<file path="src/hdl/dm_pkg.sv">
package dm_pkg;

    // DMI request and response words are {addr, data[31:0], op/status[1:0]}
    localparam int ABITS = 7;
    localparam int DMI_W = ABITS + 32 + 2;

    localparam logic [1:0] OP_NOP   = 2'd0;
    localparam logic [1:0] OP_READ  = 2'd1;
    localparam logic [1:0] OP_WRITE = 2'd2;
    localparam logic [1:0] OP_RSVD  = 2'd3;

    localparam logic [1:0] RESP_OK   = 2'd0;
    localparam logic [1:0] RESP_FAIL = 2'd2;

    localparam logic [ABITS-1:0] ADDR_DMCONTROL = 7'h10;
    localparam logic [ABITS-1:0] ADDR_DMSTATUS  = 7'h11;

    localparam logic [3:0] DM_VERSION = 4'd2; // debug spec 0.13

    // op-decode states of the intake FSM
    localparam logic [1:0] ST_IDLE   = 2'd0;
    localparam logic [1:0] ST_DECODE = 2'd1;
    localparam logic [1:0] ST_READ   = 2'd2;
    localparam logic [1:0] ST_WRITE  = 2'd3;

    typedef logic [ABITS-1:0] dmi_addr_t;

    // only the dmcontrol fields this debug module implements are named
    typedef struct packed {
        logic        haltreq;      // 31
        logic        rsvd_30;
        logic        hartreset;    // 29
        logic        ackhavereset; // 28
        logic [25:0] rsvd_27_2;
        logic        ndmreset;     // 1
        logic        dmactive;     // 0
    } dmcontrol_t;

    // request data is echoed raw and also taken apart as dmcontrol fields
    typedef union packed {
        logic [31:0] raw;
        dmcontrol_t  ctrl;
    } dm_word_u;

endpackage

</file>
<file path="src/hdl/dm_reg_if.sv">
`timescale 1ns/1ns

interface dm_reg_if import dm_pkg::*; ();

    logic      wen;
    logic      ren;
    logic      idle_op; // nop or reserved op, no register access
    dmi_addr_t addr;
    dm_word_u  wdata;
    logic [31:0] rdata;
    logic      ok;

    modport intake (
        output wen, ren, idle_op, addr, wdata
    );

    modport regs (
        input  wen, ren, addr, wdata,
        output rdata, ok
    );

    modport resp (
        input wen, ren, idle_op, addr, wdata, rdata, ok
    );

endinterface

</file>
<file path="src/hdl/dmi_intake.sv">
`timescale 1ns/1ns

module dmi_intake import dm_pkg::*; (
    input  logic             dm_clk,
    input  logic             dm_rst_n,
    input  logic             dtm2dm_empty,
    input  logic [DMI_W-1:0] dtm2dm_data_out,
    output logic             dtm2dm_ren,
    dm_reg_if.intake         reg_bus
);

    logic [1:0]       state;
    logic [DMI_W-1:0] req_q;
    logic [1:0]       req_op;

    assign req_op = req_q[1:0];

    // a single pop per request, and only while nothing is in flight
    always_ff @(posedge dm_clk or negedge dm_rst_n) begin
        if (!dm_rst_n) begin
            dtm2dm_ren <= 1'b0;
        end else begin
            dtm2dm_ren <= (state == ST_IDLE) && !dtm2dm_ren && !dtm2dm_empty;
        end
    end

    // the FIFO is first-word fall-through, so the word is valid at the pop edge
    always_ff @(posedge dm_clk) begin
        if (dtm2dm_ren) begin
            req_q <= dtm2dm_data_out;
        end
    end

    always_ff @(posedge dm_clk or negedge dm_rst_n) begin
        if (!dm_rst_n) begin
            state <= ST_IDLE;
        end else begin
            case (state)
                ST_IDLE: begin
                    if (dtm2dm_ren) begin
                        state <= ST_DECODE;
                    end
                end
                ST_DECODE: begin
                    case (req_op)
                        OP_READ:  state <= ST_READ;
                        OP_WRITE: state <= ST_WRITE;
                        default:  state <= ST_IDLE; // nop and reserved end here
                    endcase
                end
                default: begin
                    state <= ST_IDLE;
                end
            endcase
        end
    end

    assign reg_bus.addr    = req_q[DMI_W-1 -: ABITS];
    assign reg_bus.wdata   = dm_word_u'(req_q[2 +: 32]);
    assign reg_bus.ren     = (state == ST_READ);
    assign reg_bus.wen     = (state == ST_WRITE);
    assign reg_bus.idle_op = (state == ST_DECODE) && (req_op == OP_NOP || req_op == OP_RSVD);

    // the pop is decided a cycle early, so the FIFO must still hold a word when it lands
    a_pop_not_empty: assert property (
        @(posedge dm_clk) disable iff (!dm_rst_n)
        $rose(dtm2dm_ren) |-> !dtm2dm_empty
    ) else $error("request FIFO popped while empty");

endmodule

</file>
<file path="src/hdl/dm_regs.sv">
`timescale 1ns/1ns

module dm_regs import dm_pkg::*; (
    input  logic   dm_clk,
    input  logic   dm_rst_n,
    input  logic   dm_core_rst_n,
    output logic   halt_req,
    output logic   hartreset,
    output logic   ndmreset,
    dm_reg_if.regs reg_bus
);

    logic        sel_control;
    logic        sel_status;
    logic        control_wen;
    logic        dmactive;
    logic        havereset;
    dmcontrol_t  wr_ctrl;
    dmcontrol_t  control_rd;
    logic [31:0] status_rd;

    assign wr_ctrl     = reg_bus.wdata.ctrl;
    assign sel_control = (reg_bus.addr == ADDR_DMCONTROL);
    assign sel_status  = (reg_bus.addr == ADDR_DMSTATUS);
    assign control_wen = reg_bus.wen && sel_control;

    always_ff @(posedge dm_clk or negedge dm_rst_n) begin
        if (!dm_rst_n) begin
            dmactive  <= 1'b0;
            halt_req  <= 1'b0;
            hartreset <= 1'b0;
            ndmreset  <= 1'b0;
        end else if (control_wen) begin
            dmactive  <= wr_ctrl.dmactive;
            // writing dmactive low puts the module back into its reset state
            halt_req  <= wr_ctrl.haltreq & wr_ctrl.dmactive;
            hartreset <= wr_ctrl.hartreset & wr_ctrl.dmactive;
            ndmreset  <= wr_ctrl.ndmreset & wr_ctrl.dmactive;
        end
    end

    // havereset belongs to the hart, so it follows the core reset and not the DM reset
    always_ff @(posedge dm_clk or negedge dm_core_rst_n) begin
        if (!dm_core_rst_n) begin
            havereset <= 1'b1;
        end else if (control_wen && wr_ctrl.ackhavereset && wr_ctrl.dmactive) begin
            havereset <= 1'b0;
        end
    end

    always_comb begin
        control_rd           = '0;
        control_rd.haltreq   = halt_req;
        control_rd.hartreset = hartreset;
        control_rd.ndmreset  = ndmreset;
        control_rd.dmactive  = dmactive; // ackhavereset is write-only and reads zero
    end

    // with no hart-status inputs the hart is reported as running and never halted
    assign status_rd = {
        7'h0,
        ndmreset,             // 24
        4'h0,
        havereset, havereset, // allhavereset, anyhavereset
        6'h0,                 // resumeack and unavailable/nonexistent stay low
        2'b11,                // allrunning, anyrunning
        2'b00,                // allhalted, anyhalted
        1'b1,                 // authenticated
        3'b000,
        DM_VERSION
    };

    always_comb begin
        if (sel_control) begin
            reg_bus.rdata = control_rd;
        end else if (sel_status) begin
            reg_bus.rdata = status_rd;
        end else begin
            reg_bus.rdata = 32'h0;
        end
    end

    // dmstatus is read-only, every other address answers with failed status
    assign reg_bus.ok = (reg_bus.ren && (sel_control || sel_status)) || control_wen;

    a_active_gates_ctrl: assert property (
        @(posedge dm_clk) disable iff (!dm_rst_n)
        !dmactive |-> !halt_req && !hartreset
    ) else $error("halt_req or hartreset set while dmactive is low");

endmodule

</file>
<file path="src/hdl/dmi_response.sv">
`timescale 1ns/1ns

module dmi_response import dm_pkg::*; (
    input  logic             dm_clk,
    input  logic             dm_rst_n,
    input  logic             dm2dtm_full,
    output logic             dm2dtm_wen,
    output logic [DMI_W-1:0] dm2dtm_data_in,
    dm_reg_if.resp           reg_bus
);

    logic             strobe;
    logic [1:0]       status;
    logic [31:0]      resp_data;
    logic [DMI_W-1:0] resp_word;

    assign strobe = reg_bus.ren | reg_bus.wen | reg_bus.idle_op;
    assign status = reg_bus.ok ? RESP_OK : RESP_FAIL;

    // writes echo the request data, failed reads return zero
    assign resp_data = reg_bus.wen ? reg_bus.wdata.raw :
                       (reg_bus.ok ? reg_bus.rdata : 32'h0);

    assign resp_word = reg_bus.idle_op ? '0 : {reg_bus.addr, resp_data, status};

    always_ff @(posedge dm_clk or negedge dm_rst_n) begin
        if (!dm_rst_n) begin
            dm2dtm_wen     <= 1'b0;
            dm2dtm_data_in <= '0;
        end else begin
            dm2dtm_wen <= strobe; // the strobes are single cycle, so is the push
            if (strobe) begin
                dm2dtm_data_in <= resp_word; // held until the next response
            end
        end
    end

    // the return path has no back-pressure, a full FIFO here drops a response
    a_no_push_when_full: assert property (
        @(posedge dm_clk) disable iff (!dm_rst_n)
        dm2dtm_wen |-> !dm2dtm_full
    ) else $error("response written while the return FIFO is full");

endmodule

</file>
<file path="src/hdl/dm_top.sv">
`timescale 1ns/1ns

module dm_top import dm_pkg::*; (
    input  logic             dm_clk,
    input  logic             dm_rst_n,
    input  logic             dm_core_rst_n,

    output logic             halt_req,
    output logic             hartreset,
    output logic             ndmreset,

    input  logic             dm2dtm_full,
    output logic             dm2dtm_wen,
    output logic [DMI_W-1:0] dm2dtm_data_in,

    input  logic             dtm2dm_empty,
    output logic             dtm2dm_ren,
    input  logic [DMI_W-1:0] dtm2dm_data_out
);

    dm_reg_if reg_bus ();

    dmi_intake u_intake (
        .dm_clk          (dm_clk),
        .dm_rst_n        (dm_rst_n),
        .dtm2dm_empty    (dtm2dm_empty),
        .dtm2dm_data_out (dtm2dm_data_out),
        .dtm2dm_ren      (dtm2dm_ren),
        .reg_bus         (reg_bus.intake)
    );

    dm_regs u_regs (
        .dm_clk        (dm_clk),
        .dm_rst_n      (dm_rst_n),
        .dm_core_rst_n (dm_core_rst_n),
        .halt_req      (halt_req),
        .hartreset     (hartreset),
        .ndmreset      (ndmreset),
        .reg_bus       (reg_bus.regs)
    );

    dmi_response u_response (
        .dm_clk         (dm_clk),
        .dm_rst_n       (dm_rst_n),
        .dm2dtm_full    (dm2dtm_full),
        .dm2dtm_wen     (dm2dtm_wen),
        .dm2dtm_data_in (dm2dtm_data_in),
        .reg_bus        (reg_bus.resp)
    );

endmodule

</file>
<file path="config.mk">
export PLATFORM = sky130hd
export DESIGN_NAME = dm_top
export DESIGN_NICKNAME = d
export VERILOG_FILES = /design/src/hdl/dm_pkg.sv /design/src/hdl/dm_reg_if.sv /design/src/hdl/dmi_intake.sv /design/src/hdl/dm_regs.sv /design/src/hdl/dmi_response.sv /design/src/hdl/dm_top.sv
export SDC_FILE = /design/constraint.sdc
export NUM_CORES = 1
export LEC_CHECK = 0
export BUFFER_PORTS_ARGS = -buffer_cell sky130_fd_sc_hd__buf_2
export CAP_MARGIN = 0
export CORE_ASPECT_RATIO = 0.7
export CORE_MARGIN = 2
export CORE_UTILIZATION = 40
export CTS_BUF_LIST = sky130_fd_sc_hd__clkbuf_4 sky130_fd_sc_hd__clkbuf_8
export DETAILED_ROUTE_END_ITERATION = 16
export SLEW_MARGIN = 15
export SYNTH_ARGS = -nofsm -noshare
export SYNTH_HDL_FRONTEND = slang
export SYNTH_SLANG_ARGS = --single-unit
</file>
<file path="constraint.sdc">
create_clock -name dm_clk -period 3.4 [get_ports dm_clk]
set_clock_uncertainty 0.1 [all_clocks]
set_input_delay 0.34 -clock dm_clk [delete_from_list [all_inputs] [get_ports dm_clk]]
set_output_delay 0.34 -clock dm_clk [all_outputs]
set_load 0.02 [all_outputs]
</file>
==> qor.yml, run 1 <==
status: "completed"
synth_nets: 238
final_area_um2: 3970
required_ns: 3.54
nets: 333
insertion_delay_ns: 0.35
cts.clk_slew.worst_paths_ns: 0.08
antenna_found_initial: 0
synth-compound-area-share_pct: 13.5
overflow: 0
cts_buffers: 9
via_per_inst: 5.03
synth_edf_count: 41
placed_area_um2: 3750
syn_area_um2: 3190
route.met2.wl_um: 2900
gp_congestion: 0.704
die_x_um: 111
yosysSeqAreaShare_pct: 77.0
drtAntennaViolNets: 0
cp_max_fo: 14
ff2ff_path_depth: 3
grt_max_degree: 49
wl_um: 6520
grt_usage_pct: 15.8
cap_violations: 0
drv_slew: 0
highest_layer: "met4"
synth_mux_area_share_pct: 1.72
post-place-ws_ns: 1.63
n_antenna_cell: 0
synthArstFlopShare_pct: 54.4
synth_cell_types: 34
avgSynthCellArea_um2: 16.7
cts_sinks: 90
synth_ff_type: "dfrtp_1"
synth_top_area_share_pct: 38.5
worst_pin_slew_ns: 0.618
max_slew_margin_pct: 58.8
drtIter0Drc: 122
synth_xor_area_share_pct: 0
pwr_density_cell_nw_per_um2: 872
startpoint_type: "flop"
period_needed_ns: 1.81
cts_max_level: 3
dieArea_um2: 8730
worstSetupPathType: "flop to flop"
wire_per_inst_um: 16.6
synthesis.instances: 191
max_freq_mhz: 553
dieHeight_um: 78.8
rsz0062_at_grt: "no"
met1Wirelength_um: 3080
row_count: 27
finalCritPeriodShare_pct: 53.2
report.power.total_mw: 3.46
grt_pass1_wl_um: 10400
place_inst: 374
setup_slack_ns: 1.59
yosysTopAreaCell: "edfxtp_1"
setup_viol: 0
io_buffer_count: 89
hold_path.class: "input pin to flop"
power.leakage_nw: 1.88
yosysWarnings: 0
final_util_pct: 50.8
pin_count: 92
first_pass_iters: 4
hold_depth: 2
clockBufferDepth: 2
post_cts_resized: 0
route.met3.wl_um: 422
vias: 1972
clockRootBuffer: "clkbuf_8"
yosys.area_share.simple_pct: 5.05
synth_top_family_by_area: "compound AO/OA/AOI/OAI gates"
cp-end-kind: "flop"
grt_pass1_vias: 1968
syn_to_final_growth_pct: 24.1
cts_tree: "built"
post-dp-hpwl_um: 4210
core-area_um2: 7800
layout-drive-gt1-share_pct: 40.9
ys_ff_latch: 90
fin_tns_setup_ns: 0
start_util_pct: 40.9
synthTopCellsByArea: "edfxtp_1 (39%), dfrtp_1 (38%), a22o_1 (8.0%)"
critical_path_arrival_ns: 1.95
synthAdderAreaFrac_pct: 0.392
drc: 0
hold_ws_ns: 0.0404
hold_viol: 0
finalNonFillerCells: 392
peakVddDrop_uv: 363
==> synthesized netlist by cell type (2+ instances only) <==
library cell / instances
a22o_1: 29
inv_1: 6
nand3_1: 3
clkbuf_1: 7
dfrtp_1: 48
nor2_1: 2
a21oi_1: 4
o21ai_0: 4
a32o_1: 4
a32oi_1: 2
a31o_2: 3
buf_2: 3
a31oi_1: 4
nand2_1: 9
edfxtp_1: 41
mux2i_1: 4
==> flip-flops by register name, summed over array words and instances, names as in the netlist <==
name,flops
u_intake.dtm2dm_ren,1
u_intake.req_q,41
u_intake.state,2
u_regs.dmactive,1
u_regs.halt_req,1
u_regs.hartreset,1
u_regs.havereset,1
u_regs.ndmreset,1
u_response.dm2dtm_data_in,40
u_response.dm2dtm_wen,1
==> kinds of logic (layout without fill, tap and decap cells) <==
| group | Yosys count | count (layout) |
|---|---|---|
| AOI/OAI and AO/OA | 53 | 53 |
| DFF | 90 | 90 |
| adders and majority gates | 1 | 1 |
| muxes | 5 | 5 |
| and+or+nand+nor | 24 | 24 |
| buffers and inverters | 17 | 117 |
| other | 1 | 1 |
==> layout by cell type, fill, tap and decap left out, types with 3 or more instances in the layout <==
cell      count
buf_2        88
dfrtp_1      47
edfxtp_1     41
a22o_1       29
nand2_1       9
clkbuf_8      9
inv_1         6
buf_4         5
mux2i_1       4
a32o_1        4
o21ai_0       4
a31oi_1       4
a31o_2        3
nand3_1       3
a21oi_1       3
clkbuf_4      3
==> path summary, 6_finish.rpt <==
kind | startpoint | endpoint | slack (ns)
hold / removal | dtm2dm_empty | u_intake.dtm2dm_ren | 0.04
max in group asynchronous | dm_rst_n | u_intake.dtm2dm_ren | 2.31
setup / recovery | u_intake.state[0] | u_response.dm2dtm_data_in[2] | 1.59
hold reg to reg | u_regs.havereset | u_regs.havereset | 0.36
setup reg to reg | u_intake.state[0] | u_response.dm2dtm_data_in[2] | 1.59
min in group asynchronous | dm_core_rst_n | u_regs.havereset | 0.37
==> where the power goes <==
group / total [mW] / internal [mW] / switching (mW)
combinational: 1.02 / 0.389 / 0.627
sequential: 1.73 / 1.51 / 0.225
clock: 0.706 / 0.360 / 0.345
==> worst max-delay path, stage by stage (launching register included) <==
cell and delay [ns]:
dfrtp_1 0.62, nand2_1 0.40, a32o_1 0.37, a31o_2 0.21
==> timing repair <==
action	4_1_cts	5_1_grt
setup buffers	0	0
setup endpoints to repair	0	0
hold buffers	1	1
endpoints found under the hold margin	1	48
==> metal layers <==
metal / vias up / GRT usage, %
li1: 922 / -
met1: 963 / 21.7
met2: 77 / 23.4
met3: 10 / 5.04
met4: 0 / 6.88
met5: - / 0
==> cell type report <==
class | count | area (um2)
multi-input combinational | 84 | 668
clock inverter | 4 | 43.8
fill | 712 | 3840
sequential | 90 | 2460
clock buffer | 12 | 146
timing repair buffer | 95 | 498
inverter | 6 | 22.5
tap | 101 | 126
Note: power is estimated with default switching activity, not from simulation.
==> run 2: changes to the inputs <==
- clock period: 3.4 -> 1.8 ns (I/O delays scaled with it)
==> run 2 against run 1 <==
Net effect: non-clock buffer count increased by 51; routed wire length increased by 5.3%; clock-buffer cell count decreased by 2; global-route usage increased by 1.2 points; die area unchanged; power increased by 89%; cell area increased by 12%; clock power increased by 67%; critical endpoint unchanged.
==> qor.yml, run 2 (synthesis gave the netlist of run 1 again) <==
vias: 2159  # was 1972
grt_pass1_wl_um: 11100  # was 10400 um
cp-end-kind: "flop"  # unchanged
drtAntennaViolNets: 0  # unchanged
drtIter0Drc: 63  # was 122
report.power.total_mw: 6.54  # was 3.46 mW
grt_pass1_vias: 2207  # was 1968
first_pass_iters: 4  # unchanged
antenna_found_initial: 0  # unchanged
hold_path.class: "input pin to async pin"  # was input pin to flop
post-dp-hpwl_um: 4560  # was 4210 um
core-area_um2: 7800  # unchanged
required_ns: 1.96  # was 3.54 ns
post_cts_resized: 0  # unchanged
finalCritPeriodShare_pct: 94.1  # was 53.2%
pwr_density_cell_nw_per_um2: 1470  # was 872 nW/um2
grt_usage_pct: 17.0  # was 15.8%
cts_buffers: 9  # unchanged
dieHeight_um: 78.8  # unchanged
cp_max_fo: 7  # was 14
period_needed_ns: 1.69  # was 1.81 ns
row_count: 27  # unchanged
hold_viol: 0  # unchanged
n_antenna_cell: 0  # unchanged
insertion_delay_ns: 0.36  # was 0.35 ns
largest-register: "u_intake.req_q"  # unchanged
power.leakage_nw: 2.08  # was 1.88 nW
startpoint_type: "flop"  # unchanged
largest_reg_flops: 41  # unchanged
cpPeakStageDelay_ns: 0.37  # was 0.62 ns
cp_slowest_cell: "edfxtp_1"  # was dfrtp_1
drv_slew: 0  # unchanged
reg.largest.list: "u_intake.req_q: 41 flops, u_response.dm2dtm_data_in: 40 flops, u_intake.state: 2 flops"  # unchanged
clockRootBuffer: "clkbuf_8"  # unchanged
worstSetupPathType: "flop to flop"  # unchanged
overflow: 0  # unchanged
io_buffer_count: 89  # unchanged
peakVddDrop_uv: 701  # was 363 uV
fin_tns_setup_ns: 0  # unchanged
wire_per_inst_um: 15.5  # was 16.6 um
final_common_cell: "buf_2"  # unchanged
wl_um: 6870  # was 6520 um
cts_sinks: 90  # unchanged
setup_viol: 0  # unchanged
clockBufferDepth: 2  # unchanged
cts_tree: "built"  # unchanged
cts_max_level: 3  # unchanged
place_inst: 382  # was 374
crit_chain: "ha_1 -> nand2_1 -> a32o_1 -> a31o_2"  # was nand2_1 -> a32o_1 -> a31o_2
start_util_pct: 40.9  # unchanged
syn_to_final_growth_pct: 38.9  # was 24.1%
via_per_inst: 4.87  # was 5.03
crit_buf_inv: 0  # unchanged
rsz0062_at_grt: "no"  # unchanged
pin_count: 92  # unchanged
layout-drive-gt1-share_pct: 36.8  # was 40.9%
critical_path_arrival_ns: 1.85  # was 1.95 ns
nets: 384  # was 333
cts.clk_slew.worst_paths_ns: 0.09  # was 0.08 ns
dieArea_um2: 8730  # unchanged
drc: 0  # unchanged
grt_max_degree: 24  # was 49
gp_congestion: 0.688  # was 0.704
final_util_pct: 56.9  # was 50.8%
die_x_um: 111  # unchanged
cap_violations: 0  # unchanged
status: "completed"  # unchanged
finalNonFillerCells: 443  # was 392
max_freq_mhz: 590  # was 553 MHz
final_cell_mix: "buf_2 (89), dfrtp_1 (47), dlygate4sd3_1 (44)"  # was buf_2 (88), dfrtp_1 (47), edfxtp_1 (41)
critPathTopFamily: "compound AO/OA/AOI/OAI gates"  # was flip-flops
==> run 2: worst paths after layout <==
| path | startpoint | endpoint | slack [ns] | cells after the start |
|---|---|---|---|---|
| max in group asynchronous | dm_rst_n | u_response.dm2dtm_data_in[19] | 0.89 | 3 |
| min reg2reg | u_intake.req_q[25] | u_response.dm2dtm_data_in[25] | 0.35 | 1 |
| max | u_intake.req_q[1] | u_response.dm2dtm_data_in[2] | 0.11 | 4 |
| max reg2reg | u_intake.req_q[1] | u_response.dm2dtm_data_in[2] | 0.11 | 4 |
| min | dm_rst_n | u_response.dm2dtm_data_in[38] | 0.14 | 2 |
| min in group dm_clk | u_intake.req_q[25] | u_response.dm2dtm_data_in[25] | 0.35 | 1 |
==> run 2: per-stage QoR <==
stage / worst slack [ns] / area [um2] / hold slack [ns]
4_1_cts: 0.113 / 4430 / 0.138
3_5_place_dp: 0.133 / 3820 / 0.00811
6_report: 0.105 / 4440 / 0.142
5_1_grt: 0.0276 / 4440 / 0.152
2_1_floorplan: 0.0269 / 3190 / -0.216
3_3_place_gp: 0.167 / 3820 / 0.00920
==> run 2: what timing repair did <==
action,in CTS,in global routing
setup buffers,0,1
setup endpoints to repair,0,1
hold endpoints to repair,91,0
hold buffers,44,0
==> run 2: per-layer routing <==
metal / up-vias / part of all wire [%] / global-route usage (%)
met3: 7 / 6.5 / 6.87
met1: 1058 / 47 / 23.3
met5: - / 0 / 0
met2: 70 / 45 / 24.6
li1: 1024 / - / -
met4: 0 / 1.5 / 6.38
==> run 2: where the power goes <==
part | switching, mW | total, mW | internal (mW) | leakage [nW]
registers | 0.379 | 3.23 | 2.85 | 1.04
clock network | 0.681 | 1.18 | 0.502 | 0.0745
logic | 1.25 | 2.12 | 0.873 | 0.958
==> run 2: cell type report <==
class,instances,area (um2)
sequential,90,2460
clock buffer,10,131
inverter,6,22.5
fill,641,3370
tap,101,126
clock inverter,6,33.8
timing repair buffer,146,996
multi-input combinational,84,668
